===== src/accel_pkg.sv =====
package accel_pkg;

  // Datapath widths
  localparam int data_w    = 64;
  localparam int addr_w    = 40;
  localparam int reg_w     = 5;
  localparam int funct_w   = 7;
  localparam int cmd_w     = 160;
  localparam int mem_cmd_w = 5;

  // Field positions inside the packed command word
  localparam int cmd_funct_lsb = 0;
  localparam int cmd_rd_lsb    = 20;
  localparam int cmd_rs1_lsb   = 32;
  localparam int cmd_rs2_lsb   = 96;

  // Function codes
  localparam logic [funct_w-1:0] funct_store = 7'd0;
  localparam logic [funct_w-1:0] funct_load  = 7'd1;
  localparam logic [funct_w-1:0] funct_add   = 7'd2;

  // Memory command codes, 64-bit accesses only
  localparam logic [mem_cmd_w-1:0] mem_cmd_load  = 5'd0;
  localparam logic [mem_cmd_w-1:0] mem_cmd_store = 5'd1;

  // Controller states
  localparam int state_w = 3;

  localparam logic [state_w-1:0] st_idle       = 3'd0;
  localparam logic [state_w-1:0] st_store      = 3'd1;
  localparam logic [state_w-1:0] st_store_wait = 3'd2;
  localparam logic [state_w-1:0] st_load       = 3'd3;
  localparam logic [state_w-1:0] st_load_wait  = 3'd4;
  // Single cycle for the adder result to settle into the response register
  localparam logic [state_w-1:0] st_add        = 3'd5;
  localparam logic [state_w-1:0] st_done       = 3'd6;

endpackage


===== src/accel_ctrl.sv =====
`timescale 1ns/10ps

module accel_ctrl (
  input  logic                           dpath_clk,
  input  logic                           ctrl_rst,

  // Core command side
  input  logic                           cmd_vld,
  input  logic [accel_pkg::funct_w-1:0]  cmd_funct,
  output logic                           cmd_rdy,
  output logic                           cmd_go,

  // Memory side
  input  logic                           mem_req_rdy,
  input  logic                           mem_resp_vld,
  output logic                           mem_req_vld,
  output logic [accel_pkg::mem_cmd_w-1:0] mem_req_cmd,

  // Response side
  input  logic                           resp_rdy,
  output logic                           resp_capture,
  output logic                           resp_sel_mem,
  output logic                           resp_sel_store,
  output logic                           resp_vld
);

  logic [accel_pkg::state_w-1:0] state;
  logic [accel_pkg::state_w-1:0] state_next;
  logic                          mem_wait;

  always_ff @(posedge dpath_clk) begin
    if (ctrl_rst) begin
      state <= accel_pkg::st_idle;
    end else begin
      state <= state_next;
    end
  end

  // Handshake strobes
  assign cmd_go   = cmd_vld && cmd_rdy;
  assign mem_wait = (state == accel_pkg::st_store_wait) ||
                    (state == accel_pkg::st_load_wait);

  // Sum is ready in st_add, memory data is ready on the response pulse
  assign resp_capture = (state == accel_pkg::st_add) || (mem_wait && mem_resp_vld);

  always_comb begin
    state_next = state;
    case (state)
      accel_pkg::st_idle: begin
        if (cmd_go) begin
          case (cmd_funct)
            accel_pkg::funct_store: state_next = accel_pkg::st_store;
            accel_pkg::funct_load:  state_next = accel_pkg::st_load;
            accel_pkg::funct_add:   state_next = accel_pkg::st_add;
            // Unknown code is dropped
            default:                state_next = accel_pkg::st_idle;
          endcase
        end
      end
      accel_pkg::st_store: begin
        if (mem_req_rdy) begin
          state_next = accel_pkg::st_store_wait;
        end
      end
      accel_pkg::st_store_wait: begin
        if (mem_resp_vld) begin
          state_next = accel_pkg::st_done;
        end
      end
      accel_pkg::st_load: begin
        if (mem_req_rdy) begin
          state_next = accel_pkg::st_load_wait;
        end
      end
      accel_pkg::st_load_wait: begin
        if (mem_resp_vld) begin
          state_next = accel_pkg::st_done;
        end
      end
      accel_pkg::st_add: begin
        state_next = accel_pkg::st_done;
      end
      accel_pkg::st_done: begin
        if (resp_rdy) begin
          state_next = accel_pkg::st_idle;
        end
      end
      default: begin
        state_next = accel_pkg::st_idle;
      end
    endcase
  end

  // Moore outputs
  always_comb begin
    cmd_rdy        = 1'b0;
    mem_req_vld    = 1'b0;
    mem_req_cmd    = accel_pkg::mem_cmd_load;
    resp_sel_mem   = 1'b0;
    resp_sel_store = 1'b0;
    resp_vld       = 1'b0;
    case (state)
      accel_pkg::st_idle: begin
        cmd_rdy = 1'b1;
      end
      accel_pkg::st_store: begin
        mem_req_vld    = 1'b1;
        mem_req_cmd    = accel_pkg::mem_cmd_store;
        resp_sel_mem   = 1'b1;
        resp_sel_store = 1'b1;
      end
      accel_pkg::st_store_wait: begin
        resp_sel_mem   = 1'b1;
        resp_sel_store = 1'b1;
      end
      accel_pkg::st_load: begin
        mem_req_vld  = 1'b1;
        mem_req_cmd  = accel_pkg::mem_cmd_load;
        resp_sel_mem = 1'b1;
      end
      accel_pkg::st_load_wait: begin
        resp_sel_mem = 1'b1;
      end
      accel_pkg::st_done: begin
        resp_vld = 1'b1;
      end
      default: begin
        resp_sel_mem = 1'b0;
      end
    endcase
  end

endmodule


===== src/accel_dpath.sv =====
`timescale 1ns/10ps

module accel_dpath (
  input  logic                          dpath_clk,

  // Command capture
  input  logic                          cmd_go,
  input  logic [accel_pkg::reg_w-1:0]   cmd_rd,
  input  logic [accel_pkg::data_w-1:0]  rs1_data,
  input  logic [accel_pkg::data_w-1:0]  rs2_data,

  // Controls from the FSM
  input  logic                          resp_capture,
  input  logic                          resp_sel_mem,
  input  logic                          resp_sel_store,

  // Memory data
  input  logic [accel_pkg::data_w-1:0]  mem_resp_data,
  input  logic [accel_pkg::data_w-1:0]  mem_resp_store_data,
  output logic [accel_pkg::addr_w-1:0]  mem_req_addr,
  output logic [accel_pkg::data_w-1:0]  mem_req_data,

  // Response register
  output logic [accel_pkg::reg_w-1:0]   resp_rd,
  output logic [accel_pkg::data_w-1:0]  resp_data
);

  logic [accel_pkg::reg_w-1:0]  rd_q;
  logic [accel_pkg::data_w-1:0] rs1_q;
  logic [accel_pkg::data_w-1:0] rs2_q;
  logic [accel_pkg::data_w-1:0] sum;
  logic [accel_pkg::data_w-1:0] result;

  // Operands held for the whole command
  always_ff @(posedge dpath_clk) begin
    if (cmd_go) begin
      rd_q  <= cmd_rd;
      rs1_q <= rs1_data;
      rs2_q <= rs2_data;
    end
  end

  assign mem_req_data = rs1_q;
  assign mem_req_addr = rs2_q[accel_pkg::addr_w-1:0];

  // Wraps on overflow
  assign sum = rs1_q + rs2_q;

  always_comb begin
    if (!resp_sel_mem) begin
      result = sum;
    end else if (resp_sel_store) begin
      result = mem_resp_store_data;
    end else begin
      result = mem_resp_data;
    end
  end

  always_ff @(posedge dpath_clk) begin
    if (resp_capture) begin
      resp_rd   <= rd_q;
      resp_data <= result;
    end
  end

endmodule


===== src/accel_top.sv =====
`timescale 1ns/10ps

module accel_top (
  input  logic                            dpath_clk,
  input  logic                            ctrl_rst,

  // Core command channel
  input  logic [accel_pkg::cmd_w-1:0]     cmd,
  input  logic                            cmd_vld,
  output logic                            cmd_rdy,

  // Core response channel
  output logic [accel_pkg::reg_w-1:0]     resp_rd,
  output logic [accel_pkg::data_w-1:0]    resp_data,
  output logic                            resp_vld,
  input  logic                            resp_rdy,

  // Memory request channel
  output logic                            mem_req_vld,
  input  logic                            mem_req_rdy,
  output logic [accel_pkg::mem_cmd_w-1:0] mem_req_cmd,
  output logic [accel_pkg::addr_w-1:0]    mem_req_addr,
  output logic [accel_pkg::data_w-1:0]    mem_req_data,

  // Memory response channel
  input  logic                            mem_resp_vld,
  input  logic [accel_pkg::data_w-1:0]    mem_resp_data,
  input  logic [accel_pkg::data_w-1:0]    mem_resp_store_data
);

  logic [accel_pkg::funct_w-1:0] cmd_funct;
  logic [accel_pkg::reg_w-1:0]   cmd_rd;
  logic [accel_pkg::data_w-1:0]  rs1_data;
  logic [accel_pkg::data_w-1:0]  rs2_data;

  logic cmd_go;
  logic resp_capture;
  logic resp_sel_mem;
  logic resp_sel_store;

  // Unpack the command word from the core
  assign cmd_funct = cmd[accel_pkg::cmd_funct_lsb +: accel_pkg::funct_w];
  assign cmd_rd    = cmd[accel_pkg::cmd_rd_lsb +: accel_pkg::reg_w];
  assign rs1_data  = cmd[accel_pkg::cmd_rs1_lsb +: accel_pkg::data_w];
  assign rs2_data  = cmd[accel_pkg::cmd_rs2_lsb +: accel_pkg::data_w];

  accel_ctrl u_ctrl (
    .dpath_clk      (dpath_clk),
    .ctrl_rst       (ctrl_rst),
    .cmd_vld        (cmd_vld),
    .cmd_funct      (cmd_funct),
    .cmd_rdy        (cmd_rdy),
    .cmd_go         (cmd_go),
    .mem_req_rdy    (mem_req_rdy),
    .mem_resp_vld   (mem_resp_vld),
    .mem_req_vld    (mem_req_vld),
    .mem_req_cmd    (mem_req_cmd),
    .resp_rdy       (resp_rdy),
    .resp_capture   (resp_capture),
    .resp_sel_mem   (resp_sel_mem),
    .resp_sel_store (resp_sel_store),
    .resp_vld       (resp_vld)
  );

  accel_dpath u_dpath (
    .dpath_clk           (dpath_clk),
    .cmd_go              (cmd_go),
    .cmd_rd              (cmd_rd),
    .rs1_data            (rs1_data),
    .rs2_data            (rs2_data),
    .resp_capture        (resp_capture),
    .resp_sel_mem        (resp_sel_mem),
    .resp_sel_store      (resp_sel_store),
    .mem_resp_data       (mem_resp_data),
    .mem_resp_store_data (mem_resp_store_data),
    .mem_req_addr        (mem_req_addr),
    .mem_req_data        (mem_req_data),
    .resp_rd             (resp_rd),
    .resp_data           (resp_data)
  );

endmodule


===== config.mk =====
export PLATFORM = sky130hd
export DESIGN_NAME = accel_top
export DESIGN_NICKNAME = d
export VERILOG_FILES = /design/src/accel_pkg.sv /design/src/accel_ctrl.sv /design/src/accel_dpath.sv /design/src/accel_top.sv
export SDC_FILE = /design/constraint.sdc
export NUM_CORES = 1
export LEC_CHECK = 0
export ABC_AREA = 1
export BUFFER_PORTS_ARGS = -buffer_cell sky130_fd_sc_hd__buf_4
export CAP_MARGIN = 40
export CORE_AREA = 2 2 183 185
export CTS_BUF_LIST = sky130_fd_sc_hd__clkbuf_16
export CTS_CLUSTER_DIAMETER = 100
export CTS_CLUSTER_SIZE = 20
export DETAILED_ROUTE_END_ITERATION = 10
export DIE_AREA = 0 0 185 187
export PLACE_DENSITY_LB_ADDON = 0.25
export SYNTH_ARGS = -nofsm -noshare
export SYNTH_HDL_FRONTEND = slang
export SYNTH_HIERARCHICAL = 1
export SYNTH_SLANG_ARGS = --single-unit

===== constraint.sdc =====
create_clock -name dpath_clk -period 8.78 [get_ports dpath_clk]
set_input_delay 1.756 -clock dpath_clk [delete_from_list [all_inputs] [get_ports dpath_clk]]
set_output_delay 1.756 -clock dpath_clk [all_outputs]
set_load 0.005 [all_outputs]

==> results.md, run 1 <==
- RePlAce Congestion: 0.938
- Worst setup SP type: flop
- #FFs+latches synth: 205
- Clock root cell: clkbuf_16
- Final worst path period share: 39.9%
- Aggregate routed wire length: 47,800 um
- Post-DR vias/cell: 4.88
- Ranking of synthesized cells by area: edfxtp_1 43%, nand2_1 16%, inv_1 8.2%
- Commonest non-fill, non-tap cell in the layout: nand2_1
- H-tree lvl count: 1
- R2R depth: 9
- Rel. slew slack: 52.2%
- Clk_skew: 0.0243 ns
- RSZ-0062 raised after global routing: no
- Vias in the first global route: 12,700
- Status: finished, final reports clean
- ANT cells: 0
- Post-Route Utilization: 54.9%
- Required time of the critical path: 7.02 ns
- Setup WS pre-CTS: 5.19 ns
- Initial antenna violation count: 0
- Routed len/inst: 17.5 um
- Worst setup margin: 5.27 ns
- Setup TNS: 0 ns
- CP endpoint kind: output pin
- WP data arrival: 1.75 ns
- YS warnings: 6
- DR vias: 13,300
- Pleak: 9.15 nW
- Inst Count DP: 2,706
- Die area: 34,600 sq um
- Starting Density: 42.6%
- Number of cell rows: 67
- Commonest cells after routing, fill and taps aside: 611 x nand2_1, 457 x buf_4, 308 x inv_1
- Setup-failing EPs final: 0
- Syn Area/Cell: 7.48 sq um
- Cell accounting for the most synthesized area: edfxtp_1
- Max clock buf depth: 3
- Chip width: 185 um
- Post-route ant nets: 0
- Clk pin slew, worst setup/hold paths: 0.08 ns
- Max FO, Critical Path: 11
- TritonCTS Buffers: 15
- Fmax: 285 MHz
- Die Y: 187 um
- Congestion Overflow GR: 0
- Detailed-router iteration count before antenna repair: 5
- Final Hold Fails: 0
- Tot GR Track Use: 27.0%
- Core Area: 32,900 sq um
- Ports: 475
- CTS Sinks: 205
- DPL Wire Length: 39,500 um
- Hold Path Stages: 0
- Initial drt markers: 868
- Post_cts resized: 0
- Fin. max-slew vios: 0
- Worst ir drop on vdd: 0.212 mV
- Worst skew pair latency: 0.51 ns
- Hold Path Class: flop to flop
- Global-route wire length before repair: 71,100 um
- Seq/Total Area, Yosys: 43.8%
- Nets: 2,634
- TritonCTS clock tree: yes
- Tot Pwr: 6.68 mW
- Share of cells above drive strength 1: 25.7%
- Library cells used by synthesis: 41
- Port bufs: 450
- Synth-to-Final Area Change: 29.0%
- Layout Cells excl Fill: 2,727
- Slew @ Worst Pin: 0.716 ns
- Synth Instances: 1,869
- Type of the worst setup path: flop to output pin
- Cell area after synthesis: 14,000 sq um
- Post-CTS Repair Setup Buffers: 0
- Max cap viols: 0
- Largest net degree at the start of global routing: 76
- Clock period minus worst slack: 3.51 ns
- PwrDens: 370 nW/um^2
- Post-synth top area share: 43.4%
- R2R setup slack: 5.66 ns
- Detailed-route DRC error count: 0
- # hold bufs at CTS: 0
## synthesized netlist by cell type, drive strengths merged
library cell	n
a21oi	65
a32oi	2
and2	1
and3	1
buf	52
clkbuf	20
clkinv	6
conb	1
dfxtp	3
edfxtp	202
fa	1
ha	63
inv	324
nand2	640
nand3	91
nand3b	9
nand4	13
nor2	221
nor3	12
nor4	3
o21ai	109
o21bai	4
o22ai	11
or2	3
xnor2	9
xor2	3
## per-stage QoR
stage	hold WS [ns]	instance area, sq um
finish	0.433	18000
global route	0.444	18000
CTS	0.432	18000
detailed placement	0.413	17600
global placement	0.403	17600
floorplan	0.400	14000
## where the power goes
part	internal, mW	leakage, nW	switching, mW
clock network	0.317	0.210	0.359
logic	1.39	7.01	2.83
registers	1.63	1.93	0.152
total	3.34	9.15	3.34
## sequential cells by signal, indices dropped and copies added (netlist names)
register / cells
u_ctrl/state: 3
u_dpath/mem_req_data: 64
u_dpath/rd_q: 5
u_dpath/resp_data: 64
u_dpath/resp_rd: 5
u_dpath/rs2_q: 64
## cell type report
cell class                      count  area [sq um]
Clock buffer                       15           375
Clock inverter                      5          46.3
Fill cell                        3168         14800
Inverter                          330          1240
Multi-Input combinational cell   1265          6220
Sequential cell                   205          6130
Tap cell                          448           561
Timing Repair Buffer              459          3480
## worst paths after layout
check / from / to
setup / recovery: u_ctrl/state[1] / cmd_rdy
hold / removal: u_dpath/rd_q[3] / u_dpath/resp_rd[3]
setup reg to reg: u_ctrl/state[2] / u_dpath/resp_data[48]
hold reg to reg: u_dpath/rd_q[3] / u_dpath/resp_rd[3]
## logic make-up (layout without fill, tap and decap cells)
logic type | after synthesis | in the layout | synth area share, %
simple gates | 994 | 994 | 30.5
buf+inv | 402 | 809 | 12.1
flops | 205 | 205 | 43.8
compound gates | 191 | 191 | 7.11
fa+ha+maj | 64 | 64 | 5.78
xor+xnor | 12 | 12 | 0.751
other cells | 1 | 4 | 0.0268
## per-layer routing
metal / vias up / part of all wire [%] / global-route usage, %
met5: - / 0 / 0
met4: 0 / 1.4 / 4.33
met3: 33 / 8.0 / 4.96
met2: 458 / 47 / 45.2
met1: 6148 / 44 / 37.0
li1: 6677 / - / -
## worst max-delay path, stage by stage (launching register included)
cell and delay, ns:
dfxtp_1 0.44, nor2_2 0.38, nand2_1 0.19, inv_2 0.13
buf_4 0.12
Power figures use the tool's default switching activity.
==> run 2: changes to the inputs <==
--- a/config.mk
+++ b/config.mk
@@ -5,7 +5,7 @@
 export SDC_FILE = /design/constraint.sdc
 export NUM_CORES = 1
 export LEC_CHECK = 0
-export ABC_AREA = 1
+export ABC_AREA = 0
 export BUFFER_PORTS_ARGS = -buffer_cell sky130_fd_sc_hd__buf_4
 export CAP_MARGIN = 40
 export CORE_AREA = 2 2 183 185
==> constraint.sdc (replaced) <==
create_clock -name dpath_clk -period 3.6 [get_ports dpath_clk]
set_input_delay 0.72 -clock dpath_clk [delete_from_list [all_inputs] [get_ports dpath_clk]]
set_output_delay 0.72 -clock dpath_clk [all_outputs]
set_load 0.005 [all_outputs]
==> run 2 against run 1 <==
  * Routed wire length down 22%
  * Via count down 25%
  * Global-route usage down 6.3 points
  * Sequential power up 62%
  * First-iteration DRC count down 20%
  * Worst setup slack worse by 5.1 ns
  * Core utilization down 5.5 points
  * Clock power up 140%
  * Critical path type is now flop to flop
  * Largest cell class is now registers
==> results.md, run 2 <==
- Post-synth top area share: 50.6% (+7.2 points)
- Worst setup SP type: flop
- Die area: 34,600 sq um (unchanged)
- Max FO, Critical Path: 3 (-8)
- RSZ-0062 raised after global routing: no
- Setup WS pre-CTS: -0.0263 ns (-5.22 ns)
- Ranking of synthesized cells by area: edfxtp_1 51%, ha_1 6.6%, a21oi_1 4.4%
- Starting Density: 36.5% (-6.1 points)
- Synth Instances: 1,071 (-43%)
- DPL Wire Length: 29,000 um (-27%)
- Global-route wire length before repair: 55,500 um (-22%)
- Psw: 1.75 mW (-47%)
- Initial drt markers: 697 (-20%)
- Max clock buf depth: 3 (unchanged)
- Ports: 475 (unchanged)
- Tot GR Track Use: 20.7% (-6.3 points)
- Congestion Overflow GR: 0 (unchanged)
- Logic pwr share: 27.0% (-36 points)
- Worst skew pair latency: 0.49 ns (-0.02 ns)
- Die Y: 187 um (unchanged)
- Initial antenna violation count: 0 (unchanged)
- Detailed-router iteration count before antenna repair: 7 (+2)
- Detailed-route DRC error count: 0 (unchanged)
- Final Hold Fails: 0 (unchanged)
- Count leader, synth: edfxtp_1
- Aggregate routed wire length: 37,200 um (-22%)
- # hold bufs at CTS: 0 (unchanged)
- Fin. max-slew vios: 0 (unchanged)
- Nets: 1,844 (-30%)
- Clock root cell: clkbuf_16
- #FFs+latches synth: 205 (unchanged)
- Commonest cells after routing, fill and taps aside: 486 x buf_4, 202 x edfxtp_1, 103 x a21oi_1
- Required time of the critical path: 3.86 ns (-3.16 ns)
- Post-route ant nets: 0 (unchanged)
- DR vias: 10,000 (-25%)
- Chip width: 185 um (unchanged)
- YS warnings: 6 (unchanged)
- Sequential share of power: 47.0% (+20 points)
- Port bufs: 450 (unchanged)
- Routed len/inst: 19.2 um (+9.3%)
- Pleak: 6.73 nW (-26%)
- Worst ir drop on vdd: 0.336 mV (+58%)
- Tot Pwr: 6.12 mW (-8.3%)
- Synth-to-Final Area Change: 35.4%
- Number of cell rows: 67 (unchanged)
- Share of cells above drive strength 1: 37.4% (+12 points)
- Synth top cells by count: 202 x edfxtp_1, 106 x a21oi_1, 83 x nand2_1, 63 x ha_1, 59 x nor2_1
- Clk pin slew, worst setup/hold paths: 0.09 ns (about the same)
- Hold Path Class: primary input to flop
- P_int: 4.37 mW (+31%)
- H-tree lvl count: 1 (unchanged)
- Type of the worst setup path: flop to flop
- CP endpoint kind: flop
- Post-DR vias/cell: 5.18 (+6.0%)
- Slew @ Worst Pin: 0.862 ns (+0.145 ns)
- WP data arrival: 3.71 ns (+1.96 ns)
- Syn Area/Cell: 11.2 sq um (+50%)
- Seq/Total Area, Yosys: 51.1% (+7.3 points)
- Power share of the clock group: 26.0% (+16 points)
- Vias in the first global route: 9,914 (-22%)
- Worst setup margin: 0.147 ns (-5.13 ns)
- Sw frac: 28.7% (-21 points)
- Fill cell count: 3,071 (-3.1%)
- ANT cells: 0 (unchanged)
- Status: finished, final reports clean
- Rel. slew slack: 42.6% (-9.7 points)
- Inst Count DP: 1,917 (-29%)
- Main synth FF type: edfxtp_1
- Cell area after synthesis: 12,000 sq um (-14%)
- Ys async rst share: 0% (unchanged)
- R2R setup slack: 0.15 ns (-5.51 ns)
- Max cap viols: 0 (unchanged)
- Clock period minus worst slack: 3.45 ns
- RePlAce Congestion: 0.887 (-5.4%)
- Final worst path period share: 95.9%
- Setup-failing EPs final: 0 (unchanged)
- Cell accounting for the most synthesized area: edfxtp_1
- Core Area: 32,900 sq um (unchanged)
- Post-synth EDFFs: 202 (unchanged)
- TritonCTS Buffers: 14 (-1)
- CTS Sinks: 205 (unchanged)
- Library cells used by synthesis: 79 (+93%)
- Fmax: 290 MHz
- Commonest non-fill, non-tap cell in the layout: buf_4
- PwrDens: 377 nW/um^2 (+1.9%)
- TritonCTS clock tree: yes
- Layout Cells excl Fill: 1,939 (-29%)
- Largest net degree at the start of global routing: 134 (+76%)
- Clk_skew: 0.0317 ns (+0.00741 ns)
==> run 2: power groups by stage <==
stage / logic (mW) / registers [mW] / clock network (mW)
floorplan: 0.959 / 2.92 / 0
finish: 1.66 / 2.88 / 1.59
detailed placement: 1.64 / 2.93 / 0
global placement: 1.62 / 2.93 / 0
global route: 1.83 / 2.89 / 1.73
CTS: 1.65 / 2.88 / 1.66
==> run 2: layout make-up <==
type | count | area (sq um) | share of cell area, %
sequential | 205 | 6130 | 37.7
clock inverter | 6 | 35.0 | 0.216
timing repair buffer | 489 | 3710 | 22.8
multi-input combinational | 758 | 5360 | 33.0
inverter | 18 | 67.6 | 0.416
tap | 448 | 561 | 3.45
clock buffer | 15 | 375 | 2.31
==> run 2: what timing repair did <==
item / CTS / global route
setup endpoints to repair: 2 / 11
gates cloned: 0 / 0
resized for setup: 1 / 12
setup buffers: 1 / 0
pin swaps: 2 / 2
==> run 2: kinds of logic after synthesis <==
family	count (synthesis)	share of synthesized area (%)
compound gates	318	17.2
simple gates	254	10.3
flops	205	51.1
buf+inv	111	5.02
mux	65	5.71
fa+ha+maj	64	6.74
xor+xnor	53	3.87
other cells	1	0.0313
==> run 2: worst paths after layout <==
check | start | endpoint | cells past startpoint
setup / recovery | u_dpath/rs2_q[0] | u_dpath/resp_data[50] | 13
hold / removal | cmd[154] | u_dpath/rs2_q[58] | 1
setup reg to reg | u_dpath/rs2_q[0] | u_dpath/resp_data[50] | 13
hold reg to reg | u_dpath/rd_q[2] | u_dpath/resp_rd[2] | 0
==> run 2: layer usage <==
| metal | vias to the layer above | GRT usage, % | share of wire [%] |
|---|---|---|---|
| li1 | 4835 | - | - |
| met1 | 4733 | 26.2 | 41 |
| met2 | 425 | 35.9 | 49 |
| met3 | 45 | 3.86 | 7.5 |
| met4 | 0 | 5.71 | 2.7 |
| met5 | - | 0 | 0 |
==> run 2: through the flow <==
stage / util (%) / setup TNS, ns / hold slack (ns) / cell area [sq um]
2_1_floorplan: - / 0 / 0.400 / 12000
3_3_place_gp: 48.0 / 0 / 0.402 / 15800
3_5_place_dp: 48.0 / -0.0422 / 0.409 / 15800
4_1_cts: 49.3 / 0 / 0.370 / 16200
5_1_grt: 49.4 / 0 / 0.368 / 16200
6_report: 49.4 / 0 / 0.395 / 16200
==> run 2: critical path, stage by stage, from the launching register on <==
cell and delay [ns]:
edfxtp_1 0.41, ha_1 0.26, fa_2 0.37, a21o_1 0.22
a221oi_1 0.25, buf_4 0.18, or4_1 0.11, o211ai_1 0.13
a41o_1 0.31, a21oi_2 0.17, buf_4 0.15, o21bai_1 0.09
or4_1 0.40, and3_1 0.18
